==> config.mk <==
export PLATFORM = sky130hd
export DESIGN_NAME = mdu_dispatch
export DESIGN_NICKNAME = d
export VERILOG_FILES = /design/src/verilog/mdu_iq_pkg.sv /design/src/verilog/mdu_dispatch.sv
export SDC_FILE = /design/constraint.sdc
export NUM_CORES = 1
export LEC_CHECK = 0
export BUFFER_PORTS_ARGS = -buffer_cell sky130_fd_sc_hd__buf_2
export CORE_AREA = 4 4 174 176
export CTS_CLUSTER_DIAMETER = 40
export DETAILED_ROUTE_END_ITERATION = 7
export DIE_AREA = 0 0 178 180
export SLEW_MARGIN = 20
export SYNTH_ARGS = -nofsm -noshare
export SYNTH_HDL_FRONTEND = slang
export SYNTH_SLANG_ARGS = --single-unit
==> constraint.sdc <==
create_clock -name clk -period 2.16 [get_ports clk]
set_input_delay 0.108 -clock clk [delete_from_list [all_inputs] [get_ports clk]]
set_output_delay 0.108 -clock clk [all_outputs]
set_load 0.03 [all_outputs]
==> src/verilog/mdu_iq_pkg.sv <==
package mdu_iq_pkg;

// ----------------------------------------------------------------------
// sizes
localparam int IQ_SIZE  = 4;
localparam int AGE_W    = 3;
localparam int XLEN     = 32;
localparam int ROB_ID_W = 5;
// free-entry count must reach IQ_SIZE itself
localparam int FREE_W   = $clog2(IQ_SIZE + 1);

// ----------------------------------------------------------------------
// encodings
// bit 2 set means the divider path
typedef enum logic [2:0] {
    OP_MUL, OP_MULH, OP_MULHSU, OP_MULHU,
    OP_DIV, OP_DIVU, OP_REM,    OP_REMU
} mdu_op_e;

typedef enum logic [1:0] {
    DIV_IDLE,
    DIV_BUSY,
    DIV_DONE
} div_state_e;

// ----------------------------------------------------------------------
// bundles
typedef struct packed {
    logic                rdy;
    logic [ROB_ID_W-1:0] tag;
    logic [XLEN-1:0]     value;
} src_t;

typedef struct packed {
    mdu_op_e             op;
    logic [ROB_ID_W-1:0] rob_id;
    src_t                src1;
    src_t                src2;
} mdu_inst_t;

typedef struct packed {
    logic                valid;
    logic [ROB_ID_W-1:0] tag;
    logic [XLEN-1:0]     data;
} wkup_t;

typedef struct packed {
    mdu_op_e             op;
    logic [ROB_ID_W-1:0] rob_id;
    logic [XLEN-1:0]     a;
    logic [XLEN-1:0]     b;
} mdu_req_t;

typedef struct packed {
    logic                valid;
    logic [ROB_ID_W-1:0] rob_id;
    logic [XLEN-1:0]     data;
} mdu_res_t;

function automatic logic is_div_op(mdu_op_e op);
    return op inside {OP_DIV, OP_DIVU, OP_REM, OP_REMU};
endfunction

// a waiting source picks up any broadcast carrying its tag
function automatic src_t wake_src(src_t s, wkup_t [2:0] w);
    src_t r;
    r = s;
    for (int k = 0; k < 3; k++) begin
        if (!r.rdy && w[k].valid && w[k].tag == s.tag) begin
            r.rdy   = 1'b1;
            r.value = w[k].data;
        end
    end
    return r;
endfunction

endpackage

==> src/verilog/mdu_dispatch.sv <==
module mdu_dispatch import mdu_iq_pkg::*; (
    input  logic            clk,
    input  logic            rst_i,
    input  logic            flush_i,

    input  logic [1:0]      p_valid_i,
    input  mdu_inst_t [1:0] p_inst_i,
    input  wkup_t [2:0]     wkup_i,
    input  logic            issue_pulse_i,

    output logic            iq_ready_o,
    output logic [1:0]      disp_valid_o,
    output mdu_inst_t [1:0] disp_inst_o
);

logic [FREE_W-1:0] free_cnt_q;
logic [FREE_W-1:0] free_cnt_d;
logic              iq_ready_q;
mdu_inst_t [1:0]   woke_inst;

// ----------------------------------------------------------------------
// same-cycle wakeup, so a broadcast is not lost in the register
always_comb begin
    for (int k = 0; k < 2; k++) begin
        woke_inst[k]      = p_inst_i[k];
        woke_inst[k].src1 = wake_src(p_inst_i[k].src1, wkup_i);
        woke_inst[k].src2 = wake_src(p_inst_i[k].src2, wkup_i);
    end
end

always_ff @(posedge clk) begin
    if (rst_i || flush_i) begin
        disp_valid_o <= '0;
    end else begin
        disp_valid_o <= p_valid_i;
    end
end

always_ff @(posedge clk) begin
    disp_inst_o <= woke_inst;
end

// ----------------------------------------------------------------------
// free entries, counted down on accept and up on issue
assign free_cnt_d = free_cnt_q - FREE_W'(p_valid_i[0]) - FREE_W'(p_valid_i[1])
                  + FREE_W'(issue_pulse_i);

always_ff @(posedge clk) begin
    if (rst_i || flush_i) begin
        free_cnt_q <= FREE_W'(IQ_SIZE);
        iq_ready_q <= 1'b0;
    end else begin
        free_cnt_q <= free_cnt_d;
        iq_ready_q <= free_cnt_d >= FREE_W'(2);
    end
end

assign iq_ready_o = iq_ready_q;

// outside may only send while two entries are known free
a_no_accept_when_full: assert property (
    @(posedge clk) disable iff (rst_i) |p_valid_i |-> iq_ready_o
);

endmodule

Word level (Yosys, flattened, before mapping)
Cells that the tools add are included.

word-level totals
  logic and storage cells = 92
  input port bits = 288
  register bits = 174

cells by class
  equality and inequality tests = 12
  multiplexer cells = 20
  add/sub/neg operators = 3
  reductions and logical operators = 37
  magnitude comparators = 1

operators with widths
  cell                                                                                 number
  32-bit two-way mux                                                                   12
  5-bit == test                                                                        12
  1-bit logical AND                                                                    24
  1-bit logical NOT                                                                    12
  1-bit two-way mux                                                                    8
  3-bit by 1-bit subtractor with 3-bit output                                          2
  3-bit by 1-bit adder with 3-bit output                                               1
  3-bit by 2-bit greater-or-equal comparator with 1-bit output, second input constant  1
  1-bit logical OR                                                                     1

Depth between registers and ports, before layout
Gate-level depths: netlist (run 1).

  depth in word-level cells = 12
  mapped depth = 9
  gate-level depth less buffers = 9

Worst setup path after synthesis (run 1)
Ideal clock, no wire load.

  path kind = input to register
  from = input wkup_i[72] (netlist name)
  to = register disp_inst_o[147] (netlist name)
  required time = 2.041 ns
  setup slack = 0.547 ns
  cell stages on the path = 7
  arrival time = 1.495 ns
  path buffers = 2
  path through = buf_2 -> xnor2_1 -> nand4_1 -> clkbuf_1 -> or3_1 -> mux2_2 -> o221a_2

RTL lines
  element                 line                RTL
  start: declaration      mdu_dispatch.sv:8   input wkup_t [2:0] wkup_i,
  end signal: assignment  mdu_dispatch.sv:40  disp_inst_o <= woke_inst;
  end: declaration        mdu_dispatch.sv:13  output mdu_inst_t [1:0] disp_inst_o

==> results of run 1 <==
power by group through the flow:
stage / Combinational (mW) / Clock (mW) / Sequential, mW
floorplan: 0.586 / 0 / 4.05
global placement: 1.99 / 0 / 3.58
detailed placement: 2.01 / 0 / 3.58
CTS: 2.30 / 3.26 / 3.51
global route: 2.45 / 3.40 / 3.53
finish: 2.33 / 3.19 / 3.51
cells by family (layout without fill, tap and decap cells):
kind of cell	Yosys count	after routing	share of synthesized area [%]
AND/OR/NAND/NOR	299	299	21.4
adder cells (fa/ha/maj)	4	4	0.633
multiplexers	69	69	8.43
flip-flops	174	174	38.3
other	0	4	0
AO/OA/AOI/OAI	208	208	20.8
buffers and inverters	86	752	4.47
XOR/XNOR	62	62	5.97
cell type report:
class	instances	area [µm²]	share of cell area, %
inverters	8	30.0	0.203
repair buffers	712	4860	32.9
diodes	4	10.0	0.0678
clock inverters	14	149	1.01
well taps	384	480	3.25
clock buffers	18	439	2.97
flip-flops and latches	174	3480	23.6
multi-input cells	642	5320	36.0
routing by layer:
layer / vias to the layer above / routed length [µm] / global-route usage (%)
met5: - / 22 / 0
met2: 713 / 22700 / 48.0
met4: 4 / 1830 / 12.1
met3: 145 / 4200 / 6.43
met1: 5229 / 18600 / 33.8
li1: 4846 / - / -
worst reg2reg max path, cell delays in order, from the launching register on:
cell      delay (ps)
dfxtp_1          320
inv_1             40
ha_1             280
inv_1             60
ha_1             150
xor2_1           180
xnor2_1          160
a21boi_0         120
final timing paths:
kind | startpoint | end | depth (start not counted)
hold reg to reg | free_cnt_q[0] | free_cnt_q[0] | 2
setup reg to reg | free_cnt_q[1] | iq_ready_o | 7
hold / removal | wkup_i[39] | disp_inst_o[1] | 3
setup / recovery | p_inst_i[34] | disp_inst_o[2] | 7
state kept, by name, indices dropped and copies added (netlist names):
| signal | flops |
|---|---|
| disp_inst_o | 168 |
| free_cnt_q | 3 |
| disp_valid_o | 2 |
| iq_ready_o | 1 |
through the flow:
| stage | utilization (%) | instances | hold WS, ps | power (mW) |
|---|---|---|---|---|
| floorplan | - | 902 | 136 | 4.64 |
| global placement | 42.6 | 1724 | 210 | 5.57 |
| detailed placement | 42.6 | 1724 | 212 | 5.59 |
| CTS | 51.5 | 1952 | 0.193 | 9.06 |
| global route | 51.6 | 1956 | 8.71 | 9.38 |
| finish | 51.6 | 1956 | 27.6 | 9.03 |
what timing repair did:
item	in CTS	in global routing
resized for setup	0	4
hold buffers	196	0
setup endpoints to repair	0	46
hold endpoints to repair	160	0
cells in the mapped netlist (6+ instances only):
library cell	instances
and3_1	26
mux2_2	56
a211o_1	8
nand4b_1	21
nand3b_1	6
mux2i_1	8
o221a_2	96
nor4b_1	20
nand2b_1	11
nand3_1	38
xor2_1	30
buf_2	31
nor3_1	37
or3_1	63
inv_1	8
nor2_1	21
o211a_1	10
dfxtp_1	174
o21ai_0	29
nand2_1	10
clkbuf_1	40
xnor2_1	32
a211oi_1	23
o22ai_1	17
==> impl_metrics.tcl, run 1 <==
set metrics [dict create \
    async_flop_share_pct 0 \
    core_mm2 0.0286 \
    grt_max_degree 36 \
    synth-edff-count 0 \
    outcome "complete, no violations" \
    critPathLaunchType "primary input" \
    power_frac_comb_pct 25.8 \
    final_layout_size_suffix_gt1_share_pct 46.8 \
    clock_sinks 174 \
    final_common_cell "buf_2" \
    maxSlewHeadroom_pct 48.7 \
    port_buffers 458 \
    rrSetupSlack_ps 730 \
    start_util_pct 31.8 \
    final_area_mm2 0.0148 \
    clkLatencyLatePin_ps 450 \
    ys_seq_elements 174 \
    skew_ps 0.560 \
    h-tree-depth 4 \
    worst_slack_ps 47.6 \
    path_cells "dlygate4sd3_1 -> buf_2 -> xnor2_1 -> and2_0 -> and2_1 -> nor2_1 -> a211oi_1" \
    crit_fanout 6 \
    path_buf_inv 2 \
    post_cts_buffers 0 \
    power.leakage_nw 6.31 \
    root_buffer "clkbuf_16" \
    drt-pass1-iter-count 6 \
    hold_path_class "in -> reg" \
    max_slew.worst_pin.slew_ps 766 \
    pin_count 459 \
    hold_viol_final 0 \
    dp.final_hpwl_um 33700 \
    critical_path.slowest_cell "nor2_1" \
    max_freq_ghz 0.473 \
    synthTopCellsByArea "dfxtp_1 38%, o221a_2 12%, mux2_2 6.9%" \
    die_w_um 178 \
    p_per_area_mw_per_mm2 612 \
    critPathKind "in -> reg" \
    synth_cell_types 64 \
    yosysTopAreaCell "dfxtp_1" \
    cp_top_family "simple AND/OR/NAND/NOR gates" \
    syn_area_per_cell_um2 10.1 \
    area_growth_pct 62.3 \
    place_congestion 0.866 \
    yosys.area.top_type_share_pct 38.3 \
    tns_ps 0 \
    yosysSeqAreaShare_pct 38.3 \
    setup_viol 0 \
    post_drt_wl_per_cell_um 24.2 \
    first_global_vias 11600 \
    fillers 2569 \
    drv_slew 0 \
    p_sw_mw 2.94 \
    fin_crit_ps 2110 \
    vias 10900 \
    dpl_worst_slack_ps -6.33 \
    internal_power_mw 6.09 \
    postPlaceCellArea_mm2 0.0122 \
    synth_nets 1194 \
    die_area_mm2 0.0320 \
    overflow 0 \
    cts_buffers 17 \
    wirelength_um 47400 \
    drc 0 \
    period_share_pct 97.8 \
    finalNetCount 1847 \
    crit_path_end_kind "flop" \
    crit_required_ps 2440 \
    irDropWorstVdd_mv 0.542 \
    cts_tree "done" \
    cts.path.max_buffers 2 \
    antenna_found_initial 6 \
    synthCells 902 \
    synth_area_mm2 0.00910 \
    via_per_inst 5.59 \
    power.share.switching_pct 32.6 \
    worstPathArrival_ps 2400 \
    critPathMaxStageDelay_ps 630 \
    clkPwrFrac_pct 35.3 \
    grt_use_total_pct 28.2 \
    grt_pass1_wl_um 68800 \
    ys.flop_type "dfxtp_1" \
    max_cap_violations 0 \
    clkSlewWorstSetupHoldPaths_ps 70 \
    final_cell_mix "458 x buf_2, 196 x dlygate4sd3_1, 174 x dfxtp_1" \
    sequentialPowerShare_pct 38.8 \
    fp-row-count 62 \
    ant_nets 0 \
    ys_warn_count 0 \
    drt-initial-drc-count 897 \
    die_h_um 180 \
]
Note: power is estimated with default switching activity, not from simulation.
==> inputs of run 2 (changes only) <==
CORE_AREA = 4 4 175 177   (was 4 4 174 176)
CTS_BUF_LIST = sky130_fd_sc_hd__clkbuf_8   (was default)
DIE_AREA = 0 0 179 181   (was 0 0 178 180)
GPL_TIMING_DRIVEN = 0   (was default)
==> run 2 against run 1 <==
The flow now finishes with violations (DRC). Setup slack improved by 56 ps. Design area fell by 0.14%. Critical path depth is the same. Flip-flop and latch count unchanged. Register-to-register slack worse by 320 ps.
==> impl_metrics.tcl, run 2 (synthesis results as in run 1) <==
set metrics [dict create \
    violations "DRC" \
    final_cell_mix "488 x buf_2, 244 x dlygate4sd3_1, 174 x dfxtp_1" \
    max_freq_ghz 0.486 \
    area_growth_pct 62.1 \
    drt-initial-drc-count 936 \
    grt_pass1_wl_um 72000 \
    drc 3 \
    reg_top3 "disp_inst_o x168, free_cnt_q x3, disp_valid_o x2" \
    max_slew.worst_pin.slew_ps 967 \
    outcome "finished, violations left" \
    critPathLaunchType "primary input" \
    p_per_area_mw_per_mm2 556 \
    crit_path_end_kind "flop" \
    root_buffer "clkbuf_8" \
    port_buffers 457 \
    setup_viol 0 \
    skew_ps 15.8 \
    overflow 0 \
    finalNetCount 1920 \
    final_layout_size_suffix_gt1_share_pct 43.3 \
    ant_nets 0 \
    cts_tree "done" \
    critPathMaxStageDelay_ps 530 \
    clock_sinks 174 \
    via_per_inst 5.53 \
    worstPathArrival_ps 2430 \
    grt_max_degree 17 \
    power.leakage_nw 6.28 \
    cts_buffers 17 \
    drt-pass1-iter-count 8 \
    clkSlewWorstSetupHoldPaths_ps 110 \
    die_h_um 181 \
    path_buf_inv 3 \
    crit_fanout 10 \
    die_area_mm2 0.0324 \
    rsz0062_at_grt "false" \
    largest_reg_flops 168 \
    fin_crit_ps 2060 \
    drv_slew 0 \
    utilization_pct 50.4 \
    critical_path.slowest_cell "dlygate4sd3_1" \
    irDropWorstVdd_mv 0.311 \
    vias 11300 \
    pin_count 459 \
    h-tree-depth 4 \
    max_cap_violations 0 \
    path_cells "dlygate4sd3_1 -> buf_2 -> nand3b_1 -> clkbuf_1 -> or3_1 -> mux2_2 -> o221a_2" \
    first_global_vias 11600 \
    post_drt_wl_per_cell_um 24.7 \
    place_congestion 0.867 \
    grt_use_total_pct 29.7 \
    dp.final_hpwl_um 35600 \
    final_area_mm2 0.0148 \
    cp_top_family "buffers and inverters" \
    cts.path.max_buffers 2 \
    postPlaceCellArea_mm2 0.0119 \
    antenna_found_initial 1 \
    hold_viol_final 0 \
    crit_required_ps 2540 \
    clkLatencyLatePin_ps 480 \
    period_share_pct 95.2 \
    die_w_um 179 \
    wirelength_um 50400 \
    maxSlewHeadroom_pct 35.5 \
    final_common_cell "buf_2" \
    core_mm2 0.0292 \
    fp-row-count 63 \
    start_util_pct 31.1 \
    largest-register "disp_inst_o" \
    critPathKind "in -> reg" \
    hold_path_class "in -> reg" \
]
run 2: cell types whose count changed in the layout (fill, tap and decap cells not counted), sizes merged:
cell	before	now
inv	16	15
clkbuf	18	57
buf	516	501
clkinvlp	4	2
dlygate4sd3	196	244
clkinv	1	5
run 2: timing repair:
action,in CTS,in global routing
buffers inserted,0,6
hold buffers,244,0
endpoints found under the setup margin,0,6
hold endpoints to repair,172,0
resized for setup,0,5
run 2: worst min-delay path: cells and delay by family:
kind	cells	cell delay, ps
AOI/OAI and AO/OA	1	150
buffers and inverters	1	140
and+or+nand+nor	1	70
run 2: cell type report:
type / instances / area, µm²
sequential: 174 / 3480
tap: 390 / 488
buffer: 78 / 379
fill: 2700 / 14500
timing repair buffer: 707 / 4770
inverter: 8 / 30.0
clock inverter: 15 / 136
antenna: 4 / 10.0
clock buffer: 17 / 234
multi-input combinational: 642 / 5220
run 2: metrics by stage:
stage	hold WS (ps)	setup slack [ps]	setup TNS (ps)	std cells	total power, mW
floorplan	136	547	0	902	4.64
global placement	210	-428	-28330	1749	5.52
detailed placement	212	-517	-30330	1749	5.54
CTS	0.233	3.01	0	2025	8.21
global route	17.9	47.3	0	2032	8.50
finish	22.4	104	0	2035	8.21
run 2: where the power goes:
group          total [mW]  leakage (nW)  switching [mW]  internal, mW
logic                2.37          4.62            1.36          1.00
registers            3.51          1.47          0.0641          3.44
clock network        2.33         0.191            1.40         0.931
run 2: path summary, 6_finish.rpt:
check                              startpoint  cells after the start  slack (ps)                to
worst min-delay path                wkup_i[8]                      3          20    disp_inst_o[8]
worst max register to register  free_cnt_q[1]                      7         410     free_cnt_q[1]
worst max-delay path            p_inst_i[159]                      7         100  disp_inst_o[133]
worst min register to register  free_cnt_q[0]                      2         570     free_cnt_q[0]
run 2: metal layers:
layer | GRT usage, % | part of all wire (%)
met3 | 5.82 | 8.3
met2 | 50.9 | 48
met5 | 0 | 0
met4 | 11.2 | 3.5
met1 | 36.7 | 40
