[src/verilog/mdu_iq_pkg.sv]
package mdu_iq_pkg;

// ----------------------------------------------------------------------
// sizes
localparam int IQ_SIZE  = 4;
localparam int AGE_W    = 3;
localparam int XLEN     = 32;
localparam int ROB_ID_W = 5;
// free-entry count must reach IQ_SIZE itself
localparam int FREE_W   = $clog2(IQ_SIZE + 1);

// ----------------------------------------------------------------------
// encodings
// bit 2 set means the divider path
typedef enum logic [2:0] {
    OP_MUL, OP_MULH, OP_MULHSU, OP_MULHU,
    OP_DIV, OP_DIVU, OP_REM,    OP_REMU
} mdu_op_e;

typedef enum logic [1:0] {
    DIV_IDLE,
    DIV_BUSY,
    DIV_DONE
} div_state_e;

// ----------------------------------------------------------------------
// bundles
typedef struct packed {
    logic                rdy;
    logic [ROB_ID_W-1:0] tag;
    logic [XLEN-1:0]     value;
} src_t;

typedef struct packed {
    mdu_op_e             op;
    logic [ROB_ID_W-1:0] rob_id;
    src_t                src1;
    src_t                src2;
} mdu_inst_t;

typedef struct packed {
    logic                valid;
    logic [ROB_ID_W-1:0] tag;
    logic [XLEN-1:0]     data;
} wkup_t;

typedef struct packed {
    mdu_op_e             op;
    logic [ROB_ID_W-1:0] rob_id;
    logic [XLEN-1:0]     a;
    logic [XLEN-1:0]     b;
} mdu_req_t;

typedef struct packed {
    logic                valid;
    logic [ROB_ID_W-1:0] rob_id;
    logic [XLEN-1:0]     data;
} mdu_res_t;

function automatic logic is_div_op(mdu_op_e op);
    return op inside {OP_DIV, OP_DIVU, OP_REM, OP_REMU};
endfunction

// a waiting source picks up any broadcast carrying its tag
function automatic src_t wake_src(src_t s, wkup_t [2:0] w);
    src_t r;
    r = s;
    for (int k = 0; k < 3; k++) begin
        if (!r.rdy && w[k].valid && w[k].tag == s.tag) begin
            r.rdy   = 1'b1;
            r.value = w[k].data;
        end
    end
    return r;
endfunction

endpackage

[src/verilog/e_mdu.sv]
module e_mdu import mdu_iq_pkg::*; (
    input  logic     clk,
    input  logic     rst_i,
    input  logic     flush_i,

    input  logic     req_valid_i,
    input  mdu_req_t req_i,

    output logic     mul_ready_o,
    output logic     div_ready_o,
    output mdu_res_t res_o
);

logic                       mul_go;
logic                       div_go;
logic                       div_signed;

logic                       s1_valid_q;
logic                       s2_valid_q;
logic                       s1_high_q;
logic                       s2_high_q;
logic [ROB_ID_W-1:0]        s1_rob_q;
logic [ROB_ID_W-1:0]        s2_rob_q;
logic signed [XLEN:0]       s1_a_q;
logic signed [XLEN:0]       s1_b_q;
logic [2*XLEN-1:0]          s2_prod_q;

div_state_e                 div_state_q;
logic [$clog2(XLEN)-1:0]    div_cnt_q;
logic [XLEN:0]              div_rem_q;
logic [XLEN:0]              rem_sh;
logic [XLEN-1:0]            div_quo_q;
logic [XLEN-1:0]            div_dsr_q;
logic [XLEN-1:0]            div_dvd_q;
logic                       div_negq_q;
logic                       div_negr_q;
logic                       div_is_rem_q;
logic                       div_zero_q;
logic [ROB_ID_W-1:0]        div_rob_q;
logic [XLEN-1:0]            div_q_fix;
logic [XLEN-1:0]            div_r_fix;
logic [XLEN-1:0]            div_result;

logic                       res_valid_q;
logic [ROB_ID_W-1:0]        res_rob_q;
logic [XLEN-1:0]            res_data_q;

assign mul_go     = req_valid_i && !is_div_op(req_i.op);
assign div_go     = req_valid_i && is_div_op(req_i.op);
assign div_signed = req_i.op inside {OP_DIV, OP_REM};

// a pending request counts as in flight for both levels
assign div_ready_o = (div_state_q == DIV_IDLE) && !req_valid_i && !s1_valid_q && !s2_valid_q;
assign mul_ready_o = (div_state_q == DIV_IDLE) && !div_go;

// ----------------------------------------------------------------------
// multiply: operands, product, result register
always_ff @(posedge clk) begin
    if (rst_i || flush_i) begin
        s1_valid_q <= 1'b0;
        s2_valid_q <= 1'b0;
    end else begin
        s1_valid_q <= mul_go;
        s2_valid_q <= s1_valid_q;
    end
end

always_ff @(posedge clk) begin
    // sign extension per variant
    s1_a_q    <= {(req_i.op inside {OP_MULH, OP_MULHSU}) & req_i.a[XLEN-1], req_i.a};
    s1_b_q    <= {(req_i.op == OP_MULH) & req_i.b[XLEN-1], req_i.b};
    s1_high_q <= req_i.op != OP_MUL;
    s1_rob_q  <= req_i.rob_id;
    s2_prod_q <= s1_a_q * s1_b_q;
    s2_high_q <= s1_high_q;
    s2_rob_q  <= s1_rob_q;
end

// ----------------------------------------------------------------------
// divide: restoring, one quotient bit per cycle
always_ff @(posedge clk) begin
    if (rst_i || flush_i) begin
        div_state_q <= DIV_IDLE;
        div_cnt_q   <= '0;
    end else begin
        case (div_state_q)
            DIV_IDLE: begin
                if (div_go) begin
                    div_state_q <= DIV_BUSY;
                    div_cnt_q   <= '0;
                end
            end
            DIV_BUSY: begin
                div_cnt_q <= div_cnt_q + 1'b1;
                if (div_cnt_q == $clog2(XLEN)'(XLEN - 1)) begin
                    div_state_q <= DIV_DONE;
                end
            end
            default: div_state_q <= DIV_IDLE;
        endcase
    end
end

assign rem_sh = {div_rem_q[XLEN-1:0], div_quo_q[XLEN-1]};

always_ff @(posedge clk) begin
    if (div_state_q == DIV_IDLE && div_go) begin
        // work on magnitudes, signs fixed at the end
        div_quo_q    <= (div_signed && req_i.a[XLEN-1]) ? -req_i.a : req_i.a;
        div_dsr_q    <= (div_signed && req_i.b[XLEN-1]) ? -req_i.b : req_i.b;
        div_rem_q    <= '0;
        div_dvd_q    <= req_i.a;
        div_zero_q   <= req_i.b == '0;
        div_negq_q   <= div_signed && (req_i.a[XLEN-1] ^ req_i.b[XLEN-1]);
        div_negr_q   <= div_signed && req_i.a[XLEN-1];
        div_is_rem_q <= req_i.op inside {OP_REM, OP_REMU};
        div_rob_q    <= req_i.rob_id;
    end else if (div_state_q == DIV_BUSY) begin
        if (rem_sh >= {1'b0, div_dsr_q}) begin
            div_rem_q <= rem_sh - {1'b0, div_dsr_q};
            div_quo_q <= {div_quo_q[XLEN-2:0], 1'b1};
        end else begin
            div_rem_q <= rem_sh;
            div_quo_q <= {div_quo_q[XLEN-2:0], 1'b0};
        end
    end
end

// min / -1 falls out of the magnitude path, only x / 0 needs a case
always_comb begin
    div_q_fix = div_negq_q ? -div_quo_q : div_quo_q;
    div_r_fix = div_negr_q ? -div_rem_q[XLEN-1:0] : div_rem_q[XLEN-1:0];
    if (div_zero_q) begin
        div_result = div_is_rem_q ? div_dvd_q : '1;
    end else begin
        div_result = div_is_rem_q ? div_r_fix : div_q_fix;
    end
end

// ----------------------------------------------------------------------
// result merge
always_ff @(posedge clk) begin
    if (rst_i || flush_i) begin
        res_valid_q <= 1'b0;
    end else begin
        res_valid_q <= s2_valid_q || (div_state_q == DIV_DONE);
    end
end

always_ff @(posedge clk) begin
    if (s2_valid_q) begin
        res_rob_q  <= s2_rob_q;
        res_data_q <= s2_high_q ? s2_prod_q[2*XLEN-1:XLEN] : s2_prod_q[XLEN-1:0];
    end else begin
        res_rob_q  <= div_rob_q;
        res_data_q <= div_result;
    end
end

assign res_o = '{valid: res_valid_q, rob_id: res_rob_q, data: res_data_q};

// ready gating in the queue keeps the two paths apart
a_no_result_clash: assert property (
    @(posedge clk) disable iff (rst_i) !(s2_valid_q && div_state_q == DIV_DONE)
);

endmodule

[config.mk]
export PLATFORM = sky130hd
export DESIGN_NAME = e_mdu
export DESIGN_NICKNAME = d
export VERILOG_FILES = /design/src/verilog/mdu_iq_pkg.sv /design/src/verilog/e_mdu.sv
export SDC_FILE = /design/constraint.sdc
export NUM_CORES = 2
export LEC_CHECK = 0
export BUFFER_PORTS_ARGS = -buffer_cell sky130_fd_sc_hd__clkbuf_2
export CAP_MARGIN = 30
export CORE_MARGIN = 2
export CORE_UTILIZATION = 30
export DETAILED_ROUTE_END_ITERATION = 7
export PLACE_DENSITY_LB_ADDON = 0.08
export RECOVER_POWER = 100
export SLEW_MARGIN = 20
export SYNTH_ARGS = -nofsm -noshare
export SYNTH_HDL_FRONTEND = slang
export SYNTH_SLANG_ARGS = --single-unit
[constraint.sdc]
create_clock -name clk -period 20.3 [get_ports clk]
set_input_delay 4.06 -clock clk [delete_from_list [all_inputs] [get_ports clk]]
set_output_delay 4.06 -clock clk [all_outputs]
set_load 0.01 [all_outputs]
# Word level (Yosys, flattened, before mapping)
# Index checks and enable logic that the tools add are counted.
[word_totals]
regBits = 326
in_bits = 76
output_inout_bits = 40
wordCells = 92
[op_classes]
addsub = 6
mul = 1
order_cmp = 1
n_eq_ne = 11
muxes = 19
n_bitwise = 3
n_reduce_logical = 28
[ops]
columns = ["op", "count"]
rows = [
  ["$mux W32", 12],
  ["$neg A32 Y32", 4],
  ["$mul A33 B33 Y64", 1],
  ["$ge A33 B32 Y1", 1],
  ["$logic_not A32 Y1", 1],
  ["$sub A32 B32 Y32", 1],
  ["$eq A3 B3 Y1 const B", 4],
  ["$logic_and A1 B1 Y1", 10],
  ["$mux W5", 2],
  ["$pmux W5 S2", 1],
  ["$reduce_bool A2 Y1", 5],
  ["$add A5 B1 Y5 const B", 1],
  ["$eq A5 B5 Y1 const B", 1],
  ["$logic_not A1 Y1", 5],
  ["$mux W2", 2],
  ["$ne A2 B2 Y1 const B", 2],
  ["$pmux W2 S2", 1],
  ["$reduce_and A2 Y1", 2],
  ["$reduce_bool A4 Y1", 1],
  ["$eq A3 B1 Y1 const B", 1],
  ["$eq A3 B2 Y1 const B", 1],
  ["$reduce_bool A3 Y1", 1],
  ["$and A1 B1 Y1", 2],
  ["$eq A2 B1 Y1 const B", 1],
  ["5 further kinds", 6],
]

# Longest topological paths before layout
[logic_depth]
depth_word = 5
ltp_mapped = 29
depth_no_buf = 27

# Worst setup path before layout
# OpenSTA, ideal clock, no wires.
[synth_timing]
path_type = "input -> output"
startpoint = "input port req_valid_i"
endpoint = "output port div_ready_o"
t_arrival_ns = 4.531
t_required_ns = 16.240
path_slack_ns = 11.709
stages = 1
path_buffers = 0
cell_sequence = "nor4b_1"
[synth_between]
elab_chain_cells = 4
[synth_rtl]
columns = ["item", "line_no", "rtl"]
rows = [
  ["from (decl)", "e_mdu.sv:6", "input logic req_valid_i,"],
  ["$logic_not A1 Y1", "e_mdu.sv:53", "assign div_ready_o = (div_state_q == DIV_IDLE) && !req_valid_i && !s1_valid_q && !s2_valid_q;"],
  ["$logic_and A1 B1 Y1 (3 in series)", "e_mdu.sv:53", ""],
  ["to (decl)", "e_mdu.sv:10", "output logic div_ready_o,"],
]
# Every way passes these cells.

# Final worst setup path
[layout_timing]
startpoint = "input port req_i[71] (netlist name)"
endpoint = "register div_quo_q[31], enable pin"
[layout_between]
elab_chain_cells = 5
elab_cells_between_ends = 8
cone_classes = "4 x eq/ne; 4 x reduce/logical"
[layout_rtl]
columns = ["item", "line_no", "rtl"]
rows = [
  ["from (decl)", "e_mdu.sv:7", "input mdu_req_t req_i,"],
  ["$eq A3 B3 Y1", "mdu_iq_pkg.sv:61", "return op inside {OP_DIV, OP_DIVU, OP_REM, OP_REMU};"],
  ["$reduce_bool A4 Y1 *", "mdu_iq_pkg.sv:61", ""],
  ["$logic_and A1 B1 Y1 *", "e_mdu.sv:49", "assign div_go = req_valid_i && is_div_op(req_i.op);"],
  ["$logic_and A1 B1 Y1 *", "e_mdu.sv:107", "if (div_state_q == DIV_IDLE && div_go) begin"],
  ["$reduce_bool A2 Y1 (no line) *", "--", ""],
  ["to (signal assigned)", "e_mdu.sv:109", "div_quo_q <= (div_signed && req_i.a[XLEN-1]) ? -req_i.a : req_i.a;"],
  ["to (signal assigned)", "e_mdu.sv:121", "div_quo_q <= {div_quo_q[XLEN-2:0], 1'b1};"],
  ["to (signal assigned)", "e_mdu.sv:124", "div_quo_q <= {div_quo_q[XLEN-2:0], 1'b0};"],
  ["to (decl)", "e_mdu.sv:32", "logic [XLEN-1:0] div_quo_q;"],
]
# Mark *: on every way between the ends. The rest lies on a longest branch, timed or not.
# A chain may end at the register's enable or synchronous reset.

==> out/metrics.cfg <==
[run_status]
outcome = complete, but fails checks
violated_checks = max-capacitance violations, max-slew violations

[routing]
drt_first_pass_iters = 5
routed_wirelength_um = 178000
ant_nets = 0
post_drt_via_cell_ratio = 4.67
detailroute.via_count = 36637
dr.first_iter.drc_count = 2026
wl_per_cell_um = 22.7
drc_errors = 0

[worst_setup_path]
timing.critical_path.cells = clkbuf_2, clkbuf_1, nand3_2, clkbuf_1, clkinvlp_2, nor2_1, clkbuf_1, inv_1, clkbuf_1
critPathLaunchType = primary input
ff2ff_setup_slack_ns = 10.10
ff2ff_path_depth = 26
critical_path_buf_inv_count = 7
cp.arrival_ns = 12.52
critical_path.max_fanout = 73
cp-end-kind = flip-flop
critPathRequiredTime_ns = 20.25
worstSetupPathType = in -> reg
timing.critical_path.slowest_cell_delay_ns = 2.91
slowest_stage = sky130_fd_sc_hd__clkinvlp_2
r2r-end = s2_prod_q[62]
crit_path_frequent_cell = sky130_fd_sc_hd__clkbuf_1
ff_to_ff_start = s1_a_q[0]
critPathTopFamily = buffers and inverters

[cts]
clk_transition_reported_paths_ns = 0.06
cts_tree = done
cts_root_buffer = sky130_fd_sc_hd__clkbuf_16
post_cts_hold_fix_bufs = 0
numCtsBuffers = 40
post_cts_resized = 0
cts.sink_count = 326
cts_setup_buffers = 0
h-tree-depth = 2
clock_path_buffers = 3
clock_latency_on_the_worst_skew_pair_ns = 0.58

[grt]
grt_first_pass_wirelength_um = 269000
grt_overflow_total = 0
first_global_vias = 40053
number_of_antenna_violations_at_the_first_check_in_global_routing = 20
grt_max_degree = 74
grt_use_total_pct = 20.3

[flow_run]
cap_violations = 6

[timing]
final_hold_viol_count = 0
fmax_mhz = 79.6
timing.setup.tns_ns = 0
final.setup_skew_ns = 0.0281
finalWorstPathRequiredPeriod_ns = 12.57
grt_setup_unrepaired = no
final.period_utilization_pct = 61.9
worstMarginPinSlew_ns = 3.63
worst_slew_margin_rel_pct = -142
finalMaxSlewViolations = 296
setup_viol_count_final = 0

[yosys]
async_sr_flop_fraction_pct = 0
synth.cell_area_sq_um = 52400
synthesis.nets = 6950
synth_warnings = 0
count_of_flip_flops_with_a_built_in_enable_after_synthesis = 105
synth.lib_cells_used.distinct = 68
post_synth_inst_count = 5498
synth_sequential_area_ratio_pct = 14.5
flip_flop_and_latch_count_after_synthesis = 326
syn_avg_cell_area_sq_um = 9.53
ys_dominant_reg_cell = sky130_fd_sc_hd__dfxtp_1

[final_layout]
drive_above_1_share_pct = 3.54
areaGrowthSynthToFinish_pct = 8.36
finalNetCount = 6928

[floorplan]
initial_utilization_pct = 30.2
dieArea_sq_um = 178000
chip_width_um = 422
core_region_area_sq_um = 174000
fp-row-count = 153
die_span_in_y_um = 422
io-pin-count = 116

[hold_path]
worst_hold_path_type = reg -> reg
min_to = s2_rob_q[0]
timing.hold.worst.start = s1_rob_q[0]
min_path_cells = 0

[place]
io_buffers = 115
placer_congestion_estimate = 0.833
hpwlAfterDp_um = 134000

[routing by layer]
layer  GRT usage, %  vias up  share of wire, %
met5              0        -                 0
met4           3.57        0               1.8
met3           1.62      140               3.4
met2           34.8      692                49
met1           28.1    19283                46
li1               -    16522                 -
[registers in the layout, indices dropped and copies added (netlist names), 32 cells and up]
| signal | cells |
|---|---|
| div_dsr_q | 32 |
| s1_a_q | 33 |
| div_quo_q | 32 |
| s1_b_q | 33 |
| res_data_q | 32 |
| s2_prod_q | 64 |
| div_rem_q | 32 |
| div_dvd_q | 32 |
[cell usage after synthesis (all sizes together), types with 25 or more instances]
| cell | number | area (sq um) |
|---|---|---|
| inv | 1127 | 4230 |
| nor2b | 38 | 238 |
| o31ai | 25 | 215 |
| and2 | 544 | 3400 |
| mux2i | 70 | 701 |
| nand2b | 27 | 169 |
| a21o | 61 | 458 |
| o21ai | 145 | 726 |
| dfxtp | 221 | 4420 |
| a21oi | 149 | 746 |
| fa | 1126 | 22500 |
| nand2 | 683 | 2560 |
| edfxtp | 105 | 3150 |
| xnor2 | 137 | 1200 |
| xor2 | 86 | 753 |
| clkbuf | 251 | 942 |
| nand3 | 32 | 160 |
| nor2 | 118 | 443 |
| nor3 | 31 | 155 |
| ha | 250 | 3130 |
[layout by cell type (no fill, tap or decap), types with 23 or more instances in the layout]
| master | netlist | routed |
|---|---|---|
| sky130_fd_sc_hd__edfxtp_1 | 105 | 105 |
| sky130_fd_sc_hd__xor2_1 | 86 | 86 |
| sky130_fd_sc_hd__ha_1 | 250 | 250 |
| sky130_fd_sc_hd__buf_4 | 4 | 78 |
| sky130_fd_sc_hd__and2_1 | 544 | 539 |
| sky130_fd_sc_hd__o31ai_1 | 23 | 23 |
| sky130_fd_sc_hd__nor2b_1 | 38 | 38 |
| sky130_fd_sc_hd__mux2i_1 | 70 | 70 |
| sky130_fd_sc_hd__clkbuf_1 | 251 | 119 |
| sky130_fd_sc_hd__nand2b_1 | 27 | 26 |
| sky130_fd_sc_hd__a21oi_1 | 149 | 149 |
| sky130_fd_sc_hd__o21ai_0 | 140 | 143 |
| sky130_fd_sc_hd__inv_1 | 1127 | 1126 |
| sky130_fd_sc_hd__nand2_1 | 683 | 683 |
| sky130_fd_sc_hd__a21o_1 | 61 | 61 |
| sky130_fd_sc_hd__nand3_1 | 32 | 31 |
| sky130_fd_sc_hd__dfxtp_1 | 221 | 215 |
| sky130_fd_sc_hd__nor3_1 | 31 | 31 |
| sky130_fd_sc_hd__xnor2_1 | 137 | 137 |
| sky130_fd_sc_hd__nor2_1 | 118 | 117 |
| sky130_fd_sc_hd__fa_1 | 1126 | 1126 |
| sky130_fd_sc_hd__clkbuf_16 | 0 | 41 |
[worst max-delay path by stage]
stage / startpoint / endpoint / slack, ns / depth (start not counted)
4_1_cts: s1_a_q[17] / s2_prod_q[57] / 11.09 / 24
5_1_grt: req_i[71] / div_rem_q[1] / 6.81 / 10
3_5_place_dp: s1_a_q[17] / s2_prod_q[57] / 11.11 / 24
6_report: req_i[71] / div_quo_q[31] / 7.73 / 9
3_3_place_gp: s1_a_q[17] / s2_prod_q[57] / 11.22 / 24
2_1_floorplan: req_valid_i / div_ready_o / 11.71 / 1
[kinds of logic after synthesis]
kind of cell,after synthesis,synth area share [%]
AO/OA/AOI/OAI,515,6.13
buffers and inverters,1394,10.0
AND/OR/NAND/NOR,1580,15.0
XOR/XNOR,223,3.73
multiplexers,84,1.64
flip-flops,326,14.5
adder cells (fa/ha/maj),1376,49.0
[layout make-up]
type	instances	area, sq um
fill	18185	117000
multi-input combinational	3778	39600
sequential	326	7580
inverter	1127	4230
tap	2325	2910
clock buffer	49	1110
timing repair buffer	203	1080
clock inverter	25	285
antenna	11	27.5
[per-stage QoR]
step | instances | setup WS [ns] | hold WS, ns | utilization (%) | instance area [sq um]
2_1_floorplan | 5498 | 11.71 | 0.310 | - | 52400
3_3_place_gp | 7758 | 11.22 | 0.311 | 32.0 | 55500
3_5_place_dp | 7758 | 11.11 | 0.312 | 32.0 | 55500
4_1_cts | 7832 | 11.09 | 0.321 | 32.8 | 56900
5_1_grt | 7836 | 6.81 | 0.330 | 32.7 | 56800
6_report | 7844 | 7.73 | 0.319 | 32.7 | 56800
Power is not shown: default switching activity piles up to over one toggle a cycle in this logic, so the estimate is an artifact.
